File: src/eboxPkg.sv
package eboxPkg;

  // one PDP-10 word.
  localparam int ebusBits = 36;

  typedef logic [ebusBits-1:0] ebusWord;

  // edp operations; all take one AC and an immediate operand.
  typedef enum logic [2:0] {
    opMove = 3'd0,
    opAdd  = 3'd1,
    opSub  = 3'd2,
    opAnd  = 3'd3,
    opIor  = 3'd4,
    opXor  = 3'd5
  } opCode;

endpackage

File: src/fastMem.sv
`timescale 1ns/1ps

module fastMem import eboxPkg::*; #(
  parameter int acBits = 4
) (
  input  logic              eboxClk,
  input  logic [acBits-1:0] fmAdr,
  input  logic              fmWrite,
  input  ebusWord           fmWrData,
  output ebusWord           fmRdData
);

  localparam int acCount = 2 ** acBits;

  ebusWord acRam [acCount];

  // read returns the old word when the same address is written.
  always_ff @(posedge eboxClk) begin
    if (fmWrite) begin
      acRam[fmAdr] <= fmWrData;
    end
    fmRdData <= acRam[fmAdr];
  end

endmodule

File: src/fmArbiter.sv
`timescale 1ns/1ps

module fmArbiter import eboxPkg::*; #(
  parameter int acBits = 4
) (
  input  logic              eboxClk,
  input  logic              reset,

  input  logic              edpMemReq,
  input  logic              edpMemWrite,
  input  logic [acBits-1:0] edpMemAdr,
  input  ebusWord           edpMemWrData,
  output logic              edpMemAck,
  output ebusWord           edpMemRdData,

  input  logic              diagMemReq,
  input  logic              diagMemWrite,
  input  logic [acBits-1:0] diagMemAdr,
  input  ebusWord           diagMemWrData,
  output logic              diagMemAck,
  output ebusWord           diagMemRdData,

  output logic [acBits-1:0] fmAdr,
  output logic              fmWrite,
  output ebusWord           fmWrData,
  input  ebusWord           fmRdData
);

  typedef enum logic [1:0] {
    arbIdle,
    arbAccess,
    arbCapture,
    arbAck
  } arbState;

  arbState state;
  logic    winnerDiag;    // last winner; selects the client while a grant is held.
  logic    pickDiag;
  logic    winnerReq;
  logic    ackOn;
  ebusWord rdHold;
  ebusWord rdData;

  // diag wins alone, or on a tie when edp had the last turn.
  assign pickDiag  = diagMemReq && (!edpMemReq || !winnerDiag);
  assign winnerReq = winnerDiag ? diagMemReq : edpMemReq;

  always_ff @(posedge eboxClk) begin
    if (reset) begin
      state      <= arbIdle;
      winnerDiag <= 1'b1; // so edp has the first turn.
    end else begin
      unique case (state)
        arbIdle: begin
          if (edpMemReq || diagMemReq) begin
            winnerDiag <= pickDiag;
            state      <= arbAccess;
          end
        end
        arbAccess:  state <= arbCapture;
        arbCapture: state <= arbAck;
        arbAck: begin
          if (!winnerReq) begin
            state <= arbIdle; // client released.
          end
        end
        default: state <= arbIdle;
      endcase
    end
  end

  always_ff @(posedge eboxClk) begin
    if (state == arbCapture) begin
      rdHold <= fmRdData;
    end
  end

  // memory word is fresh in capture, held after that.
  assign rdData = (state == arbCapture) ? fmRdData : rdHold;
  assign ackOn  = (state == arbCapture) || (state == arbAck);

  assign fmAdr    = winnerDiag ? diagMemAdr : edpMemAdr;
  assign fmWrData = winnerDiag ? diagMemWrData : edpMemWrData;
  assign fmWrite  = (state == arbAccess) && (winnerDiag ? diagMemWrite : edpMemWrite);

  assign edpMemAck     = ackOn && !winnerDiag;
  assign diagMemAck    = ackOn && winnerDiag;
  assign edpMemRdData  = edpMemAck ? rdData : '0;
  assign diagMemRdData = diagMemAck ? rdData : '0;

endmodule

File: src/edp.sv
`timescale 1ns/1ps

module edp import eboxPkg::*; #(
  parameter int acBits = 4
) (
  input  logic              eboxClk,
  input  logic              reset,

  input  logic              instReq,
  input  opCode             instOp,
  input  logic [acBits-1:0] instAc,
  input  ebusWord           instOperand,
  output logic              instAck,
  output ebusWord           instResult,

  output logic              edpMemReq,
  output logic              edpMemWrite,
  output logic [acBits-1:0] edpMemAdr,
  output ebusWord           edpMemWrData,
  input  logic              edpMemAck,
  input  ebusWord           edpMemRdData
);

  typedef enum logic [2:0] {
    edpIdle,
    edpRead,
    edpRelease,
    edpCompute,
    edpWrite,
    edpFinish,
    edpDone
  } edpState;

  edpState           state;
  opCode             opReg;
  logic [acBits-1:0] acReg;
  ebusWord           operandReg;
  ebusWord           acValue;
  ebusWord           resultReg;
  ebusWord           aluOut;

  always_ff @(posedge eboxClk) begin
    if (reset) begin
      state <= edpIdle;
    end else begin
      unique case (state)
        edpIdle: begin
          if (instReq) begin
            state <= (instOp == opMove) ? edpCompute : edpRead; // move skips the fetch.
          end
        end
        edpRead: begin
          if (edpMemAck) begin
            state <= edpRelease;
          end
        end
        edpRelease: begin
          if (!edpMemAck) begin
            state <= edpCompute;
          end
        end
        edpCompute: state <= edpWrite;
        edpWrite: begin
          if (edpMemAck) begin
            state <= edpFinish;
          end
        end
        edpFinish: begin
          if (!edpMemAck) begin
            state <= edpDone;
          end
        end
        edpDone: begin
          if (!instReq) begin
            state <= edpIdle;
          end
        end
        default: state <= edpIdle;
      endcase
    end
  end

  always_ff @(posedge eboxClk) begin
    if (state == edpIdle && instReq) begin
      opReg      <= instOp;
      acReg      <= instAc;
      operandReg <= instOperand;
    end
    if (state == edpRead && edpMemAck) begin
      acValue <= edpMemRdData;
    end
    if (state == edpCompute) begin
      resultReg <= aluOut;
    end
  end

  // 36-bit alu, wraps without flags.
  always_comb begin
    unique case (opReg)
      opMove:  aluOut = operandReg;
      opAdd:   aluOut = acValue + operandReg;
      opSub:   aluOut = acValue - operandReg;
      opAnd:   aluOut = acValue & operandReg;
      opIor:   aluOut = acValue | operandReg;
      opXor:   aluOut = acValue ^ operandReg;
      default: aluOut = operandReg;
    endcase
  end

  assign edpMemReq    = (state == edpRead) || (state == edpWrite);
  assign edpMemWrite  = (state == edpWrite);
  assign edpMemAdr    = acReg;
  assign edpMemWrData = resultReg;

  assign instAck    = (state == edpDone);
  assign instResult = resultReg;

endmodule

File: src/diagPort.sv
`timescale 1ns/1ps

module diagPort import eboxPkg::*; #(
  parameter int acBits = 4
) (
  input  logic              eboxClk,
  input  logic              reset,

  input  logic              diagReq,
  input  logic              diagWrite,
  input  logic [acBits-1:0] diagAc,
  input  ebusWord           diagWrData,
  output logic              diagAck,
  output ebusWord           diagRdData,

  output logic              diagMemReq,
  output logic              diagMemWrite,
  output logic [acBits-1:0] diagMemAdr,
  output ebusWord           diagMemWrData,
  input  logic              diagMemAck,
  input  ebusWord           diagMemRdData
);

  typedef enum logic [1:0] {
    diagIdle,
    diagAccess,
    diagRelease,
    diagDone
  } diagState;

  diagState          state;
  logic              writeReg;
  logic [acBits-1:0] acReg;
  ebusWord           wrDataReg;
  ebusWord           rdDataReg;

  always_ff @(posedge eboxClk) begin
    if (reset) begin
      state <= diagIdle;
    end else begin
      unique case (state)
        diagIdle:    if (diagReq) state <= diagAccess;
        diagAccess:  if (diagMemAck) state <= diagRelease;
        diagRelease: if (!diagMemAck) state <= diagDone; // memory cycle closed.
        diagDone:    if (!diagReq) state <= diagIdle;
        default:     state <= diagIdle;
      endcase
    end
  end

  always_ff @(posedge eboxClk) begin
    if (state == diagIdle && diagReq) begin
      writeReg  <= diagWrite;
      acReg     <= diagAc;
      wrDataReg <= diagWrData;
    end
    if (state == diagAccess && diagMemAck) begin
      rdDataReg <= diagMemRdData;
    end
  end

  assign diagMemReq    = (state == diagAccess);
  assign diagMemWrite  = writeReg;
  assign diagMemAdr    = acReg;
  assign diagMemWrData = wrDataReg;

  assign diagAck    = (state == diagDone);
  assign diagRdData = rdDataReg; // only meaningful on a read.

endmodule

File: src/ebox.sv
`timescale 1ns/1ps

module ebox import eboxPkg::*; #(
  parameter int acBits = 4
) (
  input  logic              eboxClk,
  input  logic              reset,

  input  logic              instReq,
  input  opCode             instOp,
  input  logic [acBits-1:0] instAc,
  input  ebusWord           instOperand,
  output logic              instAck,
  output ebusWord           instResult,

  input  logic              diagReq,
  input  logic              diagWrite,
  input  logic [acBits-1:0] diagAc,
  input  ebusWord           diagWrData,
  output logic              diagAck,
  output ebusWord           diagRdData
);

  // edp client of the arbiter.
  logic              edpMemReq;
  logic              edpMemWrite;
  logic [acBits-1:0] edpMemAdr;
  ebusWord           edpMemWrData;
  logic              edpMemAck;
  ebusWord           edpMemRdData;

  // diagnostic client.
  logic              diagMemReq;
  logic              diagMemWrite;
  logic [acBits-1:0] diagMemAdr;
  ebusWord           diagMemWrData;
  logic              diagMemAck;
  ebusWord           diagMemRdData;

  // fast memory side, owned by the arbiter.
  logic [acBits-1:0] fmAdr;
  logic              fmWrite;
  ebusWord           fmWrData;
  ebusWord           fmRdData;

  fastMem #(
    .acBits(acBits)
  ) fastMem0 (.*);

  fmArbiter #(
    .acBits(acBits)
  ) fmArbiter0 (.*);

  edp #(
    .acBits(acBits)
  ) edp0 (.*);

  diagPort #(
    .acBits(acBits)
  ) diagPort0 (.*);

endmodule // ebox

File: config.mk
export PLATFORM = sky130hd
export DESIGN_NAME = ebox
export DESIGN_NICKNAME = d
export VERILOG_FILES = /design/src/eboxPkg.sv /design/src/fastMem.sv /design/src/fmArbiter.sv /design/src/edp.sv /design/src/diagPort.sv /design/src/ebox.sv
export SDC_FILE = /design/constraint.sdc
export NUM_CORES = 1
export LEC_CHECK = 0
export BUFFER_PORTS_ARGS = -buffer_cell sky130_fd_sc_hd__buf_2
export CELL_PAD_IN_SITES_DETAIL_PLACEMENT = 0
export CELL_PAD_IN_SITES_GLOBAL_PLACEMENT = 2
export CORE_AREA = 2 2 276 278
export DETAILED_ROUTE_END_ITERATION = 10
export DIE_AREA = 0 0 278 280
export GPL_TIMING_DRIVEN = 1
export PLACE_DENSITY = 0.82
export SYNTH_ARGS = -nofsm -noshare
export SYNTH_HDL_FRONTEND = slang
export SYNTH_SLANG_ARGS = --single-unit
File: constraint.sdc
create_clock -name eboxClk -period 10.8 [get_ports eboxClk]
set_input_delay 1.62 -clock eboxClk [delete_from_list [all_inputs] [get_ports eboxClk]]
set_output_delay 1.62 -clock eboxClk [all_outputs]
set_load 0.005 [all_outputs]
==> metrics <==
# port buffers=161; most used routing layer=met2; number of flops mapped to enable cells by yosys=approximately 770; Synth top area share=a little under two thirds; Clk Latency, worst-skew pair=roughly 640 ps; met3 Usage GRT=under 10%; clock root buffer master=clkbuf_16; M2 GR Usage=roughly 40%; Rel. slew slack=roughly 22%; status=finished, final reports clean; Gate power share=23.1%; H-tree Lvls=3; Seq/Total Area, Yosys=between 60% and 70%; setup TNS=0 ps; CP Class=flip-flop to flip-flop; # IOs=~160; maximum achievable frequency=191.8 MHz; min Tclk post-route=5213 ps; RSZ-0062 raised after global routing=false; r2r endpoint=edp0.edpMemWrData[35]; R2R setup slack=5590 ps; Gates resized, CTS repair=0; max cap viols=0; Critical Path End Type=flip-flop; gpl congestion=around 0.9; Chip Width=278 µm; crit path DAT=~5600 ps; via count=20930; Crit Path Max Fanout=7; Final Skew=just under 20 ps; WP buf/inv=0; residual DRC count=0; Syn. warnings=0; largest net degree at the start of global routing=93; commonest cells after routing, fill and taps aside=edfxtp_1 (768), nand2_1 (165), buf_2 (161); R2R depth=16; GRT met1 Usage=between 30% and 40%; hold_buf cts=0; Area Overhead vs Synth=13.58%; Async SR Flop Fraction=0%; drt wl/cell=26.66 µm; die area=roughly 0.078 mm²; fin crit share=roughly 48%; worst-margin pin slew=1139 ps; initial core utilization=48.30%; top cells by area, synth=edfxtp_1 (64%), mux4_2 (8.9%), dfxtp_1 (4.4%); min-delay worst type=flip-flop to flip-flop; total gr overflow=0; # placed instances=3379; footprint of the multi-input gates=roughly 0.011 mm²; Antenna Nets Post-Route=0; DR iter-0 viols=between 1500 and 2000; post-CTS setup buffers=0; Reg area=0.02466 mm²; final cell count without fillers=between 3000 and 4000; power per standard cell area=229.1 mW/mm²; Critical Path End=edp0.edpMemWrData[35]; Clock Sinks=between 800 and 900; part of the power in registers=about 45%; Critical path origin=edp0.operandReg[11]; clock power share=31.8%; Levels on crit path=16; Slowest cell on crit path=o311ai_0; estimated wirelength of the detail-placed design=a little under 60000 µm; P_sw=approximately 2.8 mW; GR Util All Layers=between 20 and 25%; Num CTS Buffers=88; Syn Area/Cell=about 16 µm²; DR pass1 iterations=7; syn nets=roughly 2500; Post-Syn Area=0.03631 mm²; Critical Path Source Type=flip-flop; antenna violations before repair=4; Clock Path Buffers=3; fill cell count=between 5000 and 6000; Peak VDD IR=~0.00012 V; required time worst endpoint=around 11000 ps; Reg-to-Reg Start=edp0.operandReg[11]; die height=around 280 µm; vias in the first global route=21445; Post-Syn Instances=2321; ys flop type=edfxtp_1; Synth cell types=65; global-route wire length before repair=approximately 140000 µm; Pint=roughly 6.7 mW; final setup vio count=0; Cell Rows=101; Top Family by Delay on Critical Path=compound AO/OA/AOI/OAI gates; max-slew violation count=0; Pleak=14.51 nW; Worst-path clk slew=around 60 ps; CORE AREA=0.07519 mm²; final core utilization=~55%; Nets=between 2000 and 3000; critical-path cell list=or4_1 > nor3_1 > nand4_1 > nor3_1 > nand2_1 > o31ai_1 > xnor2_1 > ha_1 > a21oi_1 > o211ai_1 > o2111ai_1 > nand2b_1 > o311ai_0 > a21oi_1 > o2111ai_1 > a31oi_1; delay of the slowest cell on the worst path=740 ps; CTS tree=done; share of cells above drive strength 1=between 20% and 30%; WL final=~95000 µm; vias per inst=~6; post-synth top area cell=edfxtp_1; flop and latch count out of synthesis=around 850; Final Hold Vio Count=0; most common cell after layout, fill and taps aside=edfxtp_1; sw frac=roughly 30%
worst min-delay path by stage:
stage | from | to | cells past startpoint
after floorplan | fmArbiter0.rdHold[35] | fmArbiter0.rdHold[35] | 2
after global placement | fmArbiter0.rdHold[24] | fmArbiter0.rdHold[24] | 2
after CTS | fastMem0.fmRdData[9] | fmArbiter0.rdHold[9] | 2
after detailed placement | fmArbiter0.rdHold[9] | fmArbiter0.rdHold[9] | 2
final | fmArbiter0.rdHold[32] | fmArbiter0.rdHold[32] | 2
after global routing | fmArbiter0.rdHold[32] | fmArbiter0.rdHold[32] | 2
registers in the layout (all words and copies together) (netlist names):
name                     cells
edp0.edpMemWrData           36
diagPort0.diagMemWrite       1
fmArbiter0.winnerDiag        1
fmArbiter0.state             2
diagPort0.diagMemWrData     36
edp0.edpMemAdr               4
edp0.acValue                36
edp0.operandReg             36
fastMem0.fmRdData           36
diagPort0.diagRdData        36
diagPort0.state              2
fmArbiter0.rdHold           36
edp0.state                   3
fastMem0.acRam             576
diagPort0.diagMemAdr         4
edp0.opReg                   3
cells in the mapped netlist, drive strengths merged (4+ instances only):
| library cell | count |
|---|---|
| nor4 | 4 |
| clkbuf | 83 |
| a211oi | 44 |
| nor3 | 22 |
| nor2b | 6 |
| or4 | 4 |
| xnor2 | 46 |
| o21bai | 7 |
| o21ai | 34 |
| and2 | 44 |
| mux2 | 39 |
| nor2 | 157 |
| o22ai | 7 |
| o21a | 5 |
| ha | 116 |
| buf | 38 |
| edfxtp | 768 |
| nand3 | 22 |
| a31oi | 51 |
| a21oi | 72 |
| a221o | 7 |
| nand4 | 9 |
| or2 | 5 |
| o211ai | 6 |
| a21boi | 4 |
| a21o | 17 |
| or3 | 4 |
| nand2 | 165 |
| a22o | 36 |
| mux2i | 45 |
| xor2 | 12 |
| mux4 | 144 |
| and3 | 4 |
| inv | 131 |
| dfxtp | 80 |
| a221oi | 29 |
| nand2b | 14 |
| o31ai | 5 |
worst reg2reg max path: cells and delay by family (launching register included):
family	cells	cell delay, ps
compound gates	8	2060
simple gates	6	1970
flops	1	460
fa+ha+maj	1	320
xor+xnor	1	160
through the flow:
step	power (mW)	area [µm²]	worst slack [ps]	hold slack [ps]
after global placement	6.474	38370	5657	468.8
after CTS	9.521	41240	5548	485.1
after floorplan	5.770	36310	5680	444.1
after detailed placement	6.520	38370	5583	465.0
final	9.449	41250	5587	482.0
after global routing	9.853	41240	5145	504.7
power groups by stage:
stage	clock (mW)	combinational [mW]	sequential, mW
3_5_place_dp	0	2.19	4.33
3_3_place_gp	0	2.15	4.32
2_1_floorplan	0	1.53	4.24
4_1_cts	3.05	2.21	4.26
6_report	3.00	2.19	4.26
5_1_grt	3.18	2.39	4.28
metal layers:
layer | vias to the layer above | wire length (µm)
met5 | - | 14
met3 | 154 | 6305
li1 | 9275 | -
met2 | 738 | 46180
met1 | 10761 | 39640
met4 | 2 | 2399
area by class of cell:
| type | instances | share of cell area (%) |
|---|---|---|
| Tap cell | 978 | 2.967 |
| Multi-Input combinational cell | 1221 | 26.39 |
| Clock buffer | 125 | 5.900 |
| Timing Repair Buffer | 201 | 2.682 |
| Clock inverter | 41 | 1.062 |
| Antenna cell | 1 | 0.006067 |
| Inverter | 131 | 1.192 |
| Sequential cell | 848 | 59.80 |
kinds of logic (layout without fill, tap and decap cells):
kind of cell,after synthesis,in the layout,share of synthesized area [%]
AO/OA/AOI/OAI,353,353,6.767
XOR/XNOR,58,58,1.399
adder cells (fa/ha/maj),117,117,4.052
buffers and inverters,252,498,2.712
flip-flops,848,848,67.92
multiplexers,228,228,11.38
other,0,1,0
AND/OR/NAND/NOR,465,465,5.775
No activity file was read; power rests on OpenSTA's default activity.
